File: src/uart_pkg.sv
`default_nettype none

package uart_pkg;

  localparam int NUM_CHAN     = 4;
  localparam int CHAN_W       = $clog2(NUM_CHAN);
  localparam int CMD_W        = 16;
  localparam int BYTE_W       = 8;
  localparam int IDX_W        = $clog2(BYTE_W);
  localparam int CLKS_PER_BIT = 16;    // Short bit time for simulation.
  localparam int GAP_BITS     = 2;     // Idle bit times between write frames.
  localparam int GAP_CLKS     = GAP_BITS * CLKS_PER_BIT;
  localparam int MID_CNT      = CLKS_PER_BIT / 2 - 1;
  // Counter must hold the gap length as well as one bit time.
  localparam int CNT_W        = $clog2(GAP_CLKS > CLKS_PER_BIT ? GAP_CLKS : CLKS_PER_BIT);

  typedef logic [CMD_W-1:0]  cmd_t;
  typedef logic [BYTE_W-1:0] uart_byte_t;
  typedef logic [CHAN_W-1:0] chan_t;

  typedef enum logic [3:0] {
    IDLE,
    TX_START,
    TX_DATA,
    TX_PARITY,
    TX_STOP,
    GAP,
    RX_WAIT,
    RX_DATA,
    RX_PARITY,
    RX_STOP,
    DONE
  } chan_state_t;

endpackage

`default_nettype wire
File: src/uart_bridge_top.sv
`timescale 1ns/100ps
`default_nettype none

module uart_bridge_top (
  input  logic                          clk,
  input  logic                          rst_n,
  input  uart_pkg::cmd_t                cmd_in,
  input  uart_pkg::chan_t               cmd_chan,
  input  logic                          cmd_vld,
  input  logic [uart_pkg::NUM_CHAN-1:0] rx,
  output logic                          cmd_rdy,
  output logic [uart_pkg::NUM_CHAN-1:0] tx,
  output logic                          read_vld,
  output uart_pkg::uart_byte_t          read_data,
  output uart_pkg::chan_t               read_chan,
  output logic                          read_err
);

  import uart_pkg::*;

  cmd_t                          cmd;
  logic       [NUM_CHAN-1:0] start;
  logic       [NUM_CHAN-1:0] idle;
  logic       [NUM_CHAN-1:0] done;
  logic       [NUM_CHAN-1:0] rd_err;
  uart_byte_t [NUM_CHAN-1:0] rd_byte;

  uart_cmd_dispatch u_dispatch (
    .clk      (clk),
    .rst_n    (rst_n),
    .cmd_in   (cmd_in),
    .cmd_chan (cmd_chan),
    .cmd_vld  (cmd_vld),
    .idle     (idle),
    .cmd_rdy  (cmd_rdy),
    .start    (start),
    .cmd      (cmd)
  );

  // One serial engine per channel, all fed the same command word.
  for (genvar i = 0; i < NUM_CHAN; i++)
  begin : g_chan
    uart_channel u_channel (
      .clk     (clk),
      .rst_n   (rst_n),
      .start   (start[i]),
      .cmd     (cmd),
      .rx      (rx[i]),
      .tx      (tx[i]),
      .idle    (idle[i]),
      .done    (done[i]),
      .rd_byte (rd_byte[i]),
      .rd_err  (rd_err[i])
    );
  end

  uart_read_collect u_collect (
    .clk       (clk),
    .rst_n     (rst_n),
    .done      (done),
    .rd_byte   (rd_byte),
    .rd_err    (rd_err),
    .read_vld  (read_vld),
    .read_data (read_data),
    .read_chan (read_chan),
    .read_err  (read_err)
  );

endmodule

`default_nettype wire

File: src/uart_read_collect.sv
`timescale 1ns/100ps
`default_nettype none

module uart_read_collect (
  input  logic                                        clk,
  input  logic                                        rst_n,
  input  logic                 [uart_pkg::NUM_CHAN-1:0] done,
  input  uart_pkg::uart_byte_t [uart_pkg::NUM_CHAN-1:0] rd_byte,
  input  logic                 [uart_pkg::NUM_CHAN-1:0] rd_err,
  output logic                                        read_vld,
  output uart_pkg::uart_byte_t                        read_data,
  output uart_pkg::chan_t                             read_chan,
  output logic                                        read_err
);

  import uart_pkg::*;

  logic [NUM_CHAN-1:0] pending;
  logic [NUM_CHAN-1:0] clr;
  uart_byte_t          hold_byte [NUM_CHAN];
  logic                hold_err  [NUM_CHAN];
  chan_t               last;      // Last channel served.
  chan_t               gnt;
  logic                gnt_vld;

  // Search starts one past the last grant.
  always_comb
  begin
    int c;
    gnt_vld = 1'b0;
    gnt     = last;
    for (int k = 1; k <= NUM_CHAN; k++)
    begin
      c = int'(last) + k;
      if (c >= NUM_CHAN)
        c = c - NUM_CHAN;
      if (!gnt_vld && pending[c])
      begin
        gnt_vld = 1'b1;
        gnt     = chan_t'(c);
      end
    end
  end

  assign clr = gnt_vld ? (NUM_CHAN'(1) << gnt) : '0;

  always_ff @(posedge clk or negedge rst_n)
  begin
    if (!rst_n)
    begin
      pending  <= '0;
      read_vld <= 1'b0;
      last     <= chan_t'(NUM_CHAN - 1);
    end
    else
    begin
      pending  <= (pending & ~clr) | done;
      read_vld <= gnt_vld;
      if (gnt_vld)
        last <= gnt;
    end
  end

  always_ff @(posedge clk)
  begin
    for (int i = 0; i < NUM_CHAN; i++)
    begin
      if (done[i])
      begin
        hold_byte[i] <= rd_byte[i];
        hold_err[i]  <= rd_err[i];
      end
    end
    if (gnt_vld)
    begin
      read_data <= hold_byte[gnt];
      read_chan <= gnt;
      read_err  <= hold_err[gnt];
    end
  end

endmodule

`default_nettype wire

File: src/uart_channel.sv
`timescale 1ns/100ps
`default_nettype none

module uart_channel (
  input  logic                 clk,
  input  logic                 rst_n,
  input  logic                 start,
  input  uart_pkg::cmd_t       cmd,
  input  logic                 rx,
  output logic                 tx,
  output logic                 idle,
  output logic                 done,
  output uart_pkg::uart_byte_t rd_byte,
  output logic                 rd_err
);

  import uart_pkg::*;

  chan_state_t      state;
  cmd_t             cmd_q;
  uart_byte_t       sh;          // Shared by transmit and receive.
  logic [CNT_W-1:0] bit_cnt;
  logic [IDX_W-1:0] bit_idx;
  logic             low_frame;   // Second frame of a write.
  logic             edge_seen;
  logic             rx_par;
  logic             rx_m;
  logic             rx_s;
  logic             rx_d;
  logic             rx_fall;
  logic             tx_par;
  logic             bit_tick;
  logic             mid_tick;
  logic             gap_end;
  logic             last_bit;

  assign idle = (state == IDLE);
  assign done = (state == DONE);

  assign bit_tick = (bit_cnt == CNT_W'(CLKS_PER_BIT - 1));
  assign mid_tick = (bit_cnt == CNT_W'(MID_CNT));
  assign gap_end  = (bit_cnt == CNT_W'(GAP_CLKS - 1));
  assign last_bit = (bit_idx == IDX_W'(BYTE_W - 1));

  assign tx_par  = ^(low_frame ? cmd_q[BYTE_W-1:0] : cmd_q[CMD_W-1 -: BYTE_W]);  // Even.
  assign rx_fall = rx_d & ~rx_s;

  // Two-flop synchronizer plus one more for the edge.
  always_ff @(posedge clk or negedge rst_n)
  begin
    if (!rst_n)
    begin
      rx_m <= 1'b1;
      rx_s <= 1'b1;
      rx_d <= 1'b1;
    end
    else
    begin
      rx_m <= rx;
      rx_s <= rx_m;
      rx_d <= rx_s;
    end
  end

  always_ff @(posedge clk or negedge rst_n)
  begin
    if (!rst_n)
    begin
      state     <= IDLE;
      bit_cnt   <= '0;
      bit_idx   <= '0;
      tx        <= 1'b1;
      low_frame <= 1'b0;
      edge_seen <= 1'b0;
    end
    else
    begin
      bit_cnt <= bit_cnt + 1'b1;
      case (state)
        IDLE:
        begin
          bit_cnt <= '0;
          if (start)
          begin
            state     <= TX_START;
            tx        <= 1'b0;
            low_frame <= 1'b0;
          end
        end
        TX_START:
          if (bit_tick)
          begin
            state   <= TX_DATA;
            bit_cnt <= '0;
            bit_idx <= '0;
            tx      <= sh[0];
          end
        TX_DATA:
          if (bit_tick)
          begin
            bit_cnt <= '0;
            bit_idx <= bit_idx + 1'b1;
            if (last_bit)
            begin
              state <= TX_PARITY;
              tx    <= tx_par;
            end
            else
            begin
              tx <= sh[1];   // Next bit, sh shifts on this edge.
            end
          end
        TX_PARITY:
          if (bit_tick)
          begin
            state   <= TX_STOP;
            bit_cnt <= '0;
            tx      <= 1'b1;
          end
        TX_STOP:
          if (bit_tick)
          begin
            bit_cnt <= '0;
            if (low_frame)
              state <= IDLE;
            else if (cmd_q[CMD_W-1])
              state <= GAP;
            else
              state <= RX_WAIT;
          end
        GAP:
          if (gap_end)
          begin
            state     <= TX_START;
            bit_cnt   <= '0;
            tx        <= 1'b0;
            low_frame <= 1'b1;
          end
        RX_WAIT:
          if (!edge_seen)
          begin
            bit_cnt   <= '0;
            edge_seen <= rx_fall;
          end
          else if (mid_tick)
          begin
            bit_cnt   <= '0;
            edge_seen <= 1'b0;
            if (!rx_s)
            begin
              state   <= RX_DATA;   // Start bit still low at its middle.
              bit_idx <= '0;
            end
          end
        RX_DATA:
          if (bit_tick)
          begin
            bit_cnt <= '0;
            bit_idx <= bit_idx + 1'b1;
            if (last_bit)
              state <= RX_PARITY;
          end
        RX_PARITY:
          if (bit_tick)
          begin
            state   <= RX_STOP;
            bit_cnt <= '0;
          end
        RX_STOP:
          if (bit_tick)
          begin
            state   <= DONE;
            bit_cnt <= '0;
          end
        default:
          state <= IDLE;   // DONE lasts one cycle.
      endcase
    end
  end

  always_ff @(posedge clk)
  begin
    case (state)
      IDLE:
        if (start)
        begin
          cmd_q <= cmd;
          sh    <= cmd[CMD_W-1 -: BYTE_W];
        end
      TX_DATA:
        if (bit_tick)
          sh <= sh >> 1;
      GAP:
        if (gap_end)
          sh <= cmd_q[BYTE_W-1:0];
      RX_DATA:
        if (bit_tick)
          sh <= {rx_s, sh[BYTE_W-1:1]};   // LSB first.
      RX_PARITY:
        if (bit_tick)
          rx_par <= rx_s;
      RX_STOP:
        if (bit_tick)
        begin
          rd_byte <= sh;
          rd_err  <= (^sh ^ rx_par) | ~rx_s;
        end
      default:
      begin
      end
    endcase
  end

endmodule

`default_nettype wire

File: src/uart_cmd_dispatch.sv
`timescale 1ns/100ps
`default_nettype none

module uart_cmd_dispatch (
  input  logic                           clk,
  input  logic                           rst_n,
  input  uart_pkg::cmd_t                 cmd_in,
  input  uart_pkg::chan_t                cmd_chan,
  input  logic                           cmd_vld,
  input  logic [uart_pkg::NUM_CHAN-1:0]  idle,
  output logic                           cmd_rdy,
  output logic [uart_pkg::NUM_CHAN-1:0]  start,
  output uart_pkg::cmd_t                 cmd
);

  import uart_pkg::*;

  logic                full;
  logic                accept;
  chan_t               chan_q;   // Target of the buffered command.
  logic [NUM_CHAN-1:0] target;

  assign accept  = cmd_vld & cmd_rdy;
  assign cmd_rdy = ~full;

  assign target = NUM_CHAN'(1) << chan_q;

  // Start only while the addressed channel reports idle.
  assign start = full ? (target & idle) : '0;

  always_ff @(posedge clk or negedge rst_n)
  begin
    if (!rst_n)
    begin
      full <= 1'b0;
    end
    else if (accept)
    begin
      full <= 1'b1;
    end
    else if (|start)
    begin
      full <= 1'b0;   // Handed over, buffer free next cycle.
    end
  end

  always_ff @(posedge clk)
  begin
    if (accept)
    begin
      cmd    <= cmd_in;
      chan_q <= cmd_chan;
    end
  end

endmodule

`default_nettype wire

File: config.mk
export PLATFORM = sky130hd
export DESIGN_NAME = uart_bridge_top
export DESIGN_NICKNAME = d
export VERILOG_FILES = /design/src/uart_pkg.sv /design/src/uart_bridge_top.sv /design/src/uart_read_collect.sv /design/src/uart_channel.sv /design/src/uart_cmd_dispatch.sv
export SDC_FILE = /design/constraint.sdc
export NUM_CORES = 1
export LEC_CHECK = 0
export BUFFER_PORTS_ARGS = -buffer_cell sky130_fd_sc_hd__clkbuf_2
export CORE_UTILIZATION = 60
export CTS_CLUSTER_SIZE = 8
export DETAILED_ROUTE_END_ITERATION = 7
export HOLD_SLACK_MARGIN = 0.1
export PLACE_DENSITY = 0.75
export SETUP_SLACK_MARGIN = 0.5
export SLEW_MARGIN = 20
export SYNTH_ARGS = -nofsm -noshare
export SYNTH_HDL_FRONTEND = slang
export SYNTH_HIERARCHICAL = 1
export SYNTH_SLANG_ARGS = --single-unit
File: constraint.sdc
create_clock -name clk -period 2.8 [get_ports clk]
set_clock_uncertainty 0.2 [all_clocks]
set_input_delay 0.14 -clock clk [delete_from_list [all_inputs] [get_ports clk]]
set_output_delay 0.14 -clock clk [all_outputs]
set_load 0.02 [all_outputs]
==> results.cfg <==
[drt]
wire_per_inst_um = 19.8
vias = 8716
finalWirelength_mm = 29.0
drc = 0
ant_nets = 0
vias_per_cell = 5.97
first_iter_violations = 1000
dr.pass1.iters = 6

[sta]
setup_viol = 0
whs_ns = 0.133
max_freq_ghz = 0.427
fin_ws_ns = 0.458
worst_pin_slew_ns = 0.581
finalSetupTns_ns = 0
finalHoldViolCount = 0
rsz0062_at_grt = yes
fin_crit_sh_pct = 83.7
maxSlewViolCount = 0
slew_headroom_pct = 61.3
finalWorstPathRequiredPeriod_ns = 2.34

[grt]
antenna_found_initial = 0
grt.overflow.total = 0
grt_pass1_wl_mm = 45.8
grt_use_total_pct = 27.0
grt_max_degree = 45
grt_pass1_vias = 8548

[clock_tree]
root_buffer = clkbuf_16
cts_buffers = 41
cts-htree-levels = 2
path_clk_slew_ns = 0.05
clockBufferDepth = 3
clock_sinks = 281
clock_latency_ns = 0.53
cts_tree = yes

[setup_path]
slowest_stage = dfrtp_2
critPathRequiredTime_ns = 3.01
slowest_delay_ns = 0.51
end_kind = flop
startpoint_type = flop
path_cells = nor4_4 -> and4b_2 -> or4_4 -> o21ai_4 -> a221oi_4 -> mux2_4
worstPathArrival_ns = 2.55
crit_family = simple AND/OR/NAND/NOR gates
crit_fanout = 13
critical_path_class = flop to flop
path_buf_inv = 0

[synth]
synth_edf_count = 201
synth_nets = 1086
yosysTopAreaCellShare_pct = 45.9
ys_types = 86
ys_async_sr_fraction_pct = 28.5
syn-cell-area_um2 = 13200
yosys_warnings = 6
synth_area_leaders = edfxtp_1, dfrtp_1, nand2_1, dfstp_2, xnor2_1
ys_seq_area_share_pct = 61.3
synthFlopType = edfxtp_1
synth_area_per_cell_um2 = 12.6
ys_ff_latch = 281
synth_largest_area_cell = edfxtp_1
syn_inst = 1045

[pwr]
p_per_area_nw_per_um2 = 1040
p_leak_nw = 5.83
swShare_pct = 33.6
seq_power_share_pct = 38.4
ir_drop_mv = 0.751
clockPowerShare_pct = 28.6
total_power_mw = 16.0
power.share.combinational_pct = 33.0
internal_power_mw = 10.6
p_switching_mw = 5.37

[placed_design]
post-place-ws_ns = 0.352
hpwl_mm = 18.4
gp_congestion = 0.932
place_area_um2 = 13700
place_inst = 1344
port_buffers = 41

[finish]
syn_to_final_growth_pct = 17.1
final_area_um2 = 15400
drive_above_1_share_pct = 19.3
final_cell_mix = edfxtp_1, nand2_1, dfrtp_1, nor2_1, xnor2_1
final_nets = 1195
final_common_cell = edfxtp_1
final_core_utilization_pct = 72.4
layout.cells.non_filler = 1460
diodes = 0

[floorplan]
core_um2 = 21300
start_util_pct = 61.8
die_h_um = 150
floorplan.die.width_um = 150
die_area_um2 = 22500
fp-row-count = 53
pin_count = 42

[run]
drv_cap = 0

[hold_path]
holdCritPathClass = primary input to flop

[run_status]
status = finished, final reports clean
-- worst reg2reg max path, stage by stage, from the launching register on --
cell and delay (ns):
dfrtp_2 0.51, nor4_4 0.21, and4b_2 0.32, or4_4 0.16, o21ai_4 0.07, a221oi_4 0.42, mux2_4 0.34
-- metal layers --
layer	vias to the layer above	part of all wire, %	global-route usage, %
li1	4057	-	-
met1	4243	43	37.8
met2	348	48	43.0
met3	68	6.2	4.45
met4	0	3.0	9.19
met5	-	0	0
-- power groups by stage --
| stage | sequential, mW | clock (mW) | combinational, mW |
|---|---|---|---|
| after global placement | 6.16 | 0 | 4.70 |
| after CTS | 6.12 | 4.60 | 5.05 |
| after floorplan | 5.92 | 0 | 4.10 |
| final | 6.13 | 4.57 | 5.28 |
| after detailed placement | 6.19 | 0 | 4.83 |
| after global routing | 6.21 | 4.80 | 5.79 |
-- cell type report --
cell class	count	area, um^2
repair buffers	114	866
clock buffers	72	1180
inverters	37	154
well taps	275	344
clock inverters	2	17.5
multi-input cells	679	4770
fillers	1390	5890
flip-flops and latches	281	8070
-- Yosys cell counts (4+ instances only) --
cell      instances
dfstp_2          18
a21o_1            7
mux2_4            9
or4_1             4
inv_2             5
clkbuf_1         17
a211oi_1          5
a21oi_1          38
edfxtp_1        201
and4b_1           4
o21ai_0          38
a22oi_1          29
buf_6            10
o22ai_1          12
and2b_1           6
nand2b_1         14
buf_2            11
a41oi_1           4
nand3b_1         10
dfrtp_1          62
nor3_1           14
mux2i_1          25
o21ai_1          11
nor3b_1           4
o211ai_1          6
inv_1            32
nand3_1          21
ha_1             16
nor2b_1          13
or2_1             4
nand4_1           6
xor2_1           41
xnor2_1          47
a32o_1            4
a32oi_1           9
nand4b_1          6
o22a_1            4
and3_1            7
nand2_1         134
nor2_1           57
buf_4             8
-- state kept, by name, summed over array words and instances (netlist names), 4 cells and up --
| name | flops |
|---|---|
| g_chan.u_channel/bit_cnt | 20 |
| u_collect/hold_byte | 32 |
| g_chan.u_channel/rd_err | 4 |
| u_collect/pending | 4 |
| g_chan.u_channel/state | 16 |
| g_chan.u_channel/cmd_q | 64 |
| g_chan.u_channel/rx_s | 4 |
| g_chan.u_channel/edge_seen | 4 |
| u_collect/read_data | 8 |
| u_collect/hold_err | 4 |
| u_dispatch/cmd | 16 |
| g_chan.u_channel/low_frame | 4 |
| g_chan.u_channel/sh | 32 |
| g_chan.u_channel/rd_byte | 32 |
| g_chan.u_channel/rx_par | 4 |
| g_chan.u_channel/bit_idx | 12 |
| g_chan.u_channel/rx_d | 4 |
| g_chan.u_channel/tx | 4 |
| g_chan.u_channel/rx_m | 4 |
-- worst paths after layout --
| path | from | endpoint | slack, ns | cells past startpoint |
|---|---|---|---|---|
| worst max-delay path | g_chan[1].u_channel/state[3] | g_chan[1].u_channel/state[0] | 0.46 | 6 |
| worst min-delay path | cmd_in[12] | u_dispatch/cmd[12] | 0.13 | 2 |
| worst max register to register | g_chan[1].u_channel/state[3] | g_chan[1].u_channel/state[0] | 0.46 | 6 |
| worst min register to register | g_chan[2].u_channel/rx_m | g_chan[2].u_channel/rx_s | 0.15 | 0 |
| max in group asynchronous | rst_n | g_chan[1].u_channel/rx_m | 1.49 | 4 |
| min in group asynchronous | rst_n | g_chan[0].u_channel/tx | 0.58 | 3 |
-- kinds of logic after synthesis --
group | synth area share [%]
AND/OR/NAND/NOR | 14.0
flip-flops | 61.3
AO/OA/AOI/OAI | 10.6
XOR/XNOR | 5.86
buffers and inverters | 3.48
multiplexers | 3.27
adder cells (fa/ha/maj) | 1.52
-- what timing repair did --
action / 4_1_cts / 5_1_grt
hold buffers: 30 / 0
pin swaps: 5 / 8
buffers inserted: 8 / 4
gates resized for setup: 9 / 27
endpoints found under the hold margin: 121 / 0
setup endpoints to repair: 109 / 96
(Power assumes the default switching activity.)
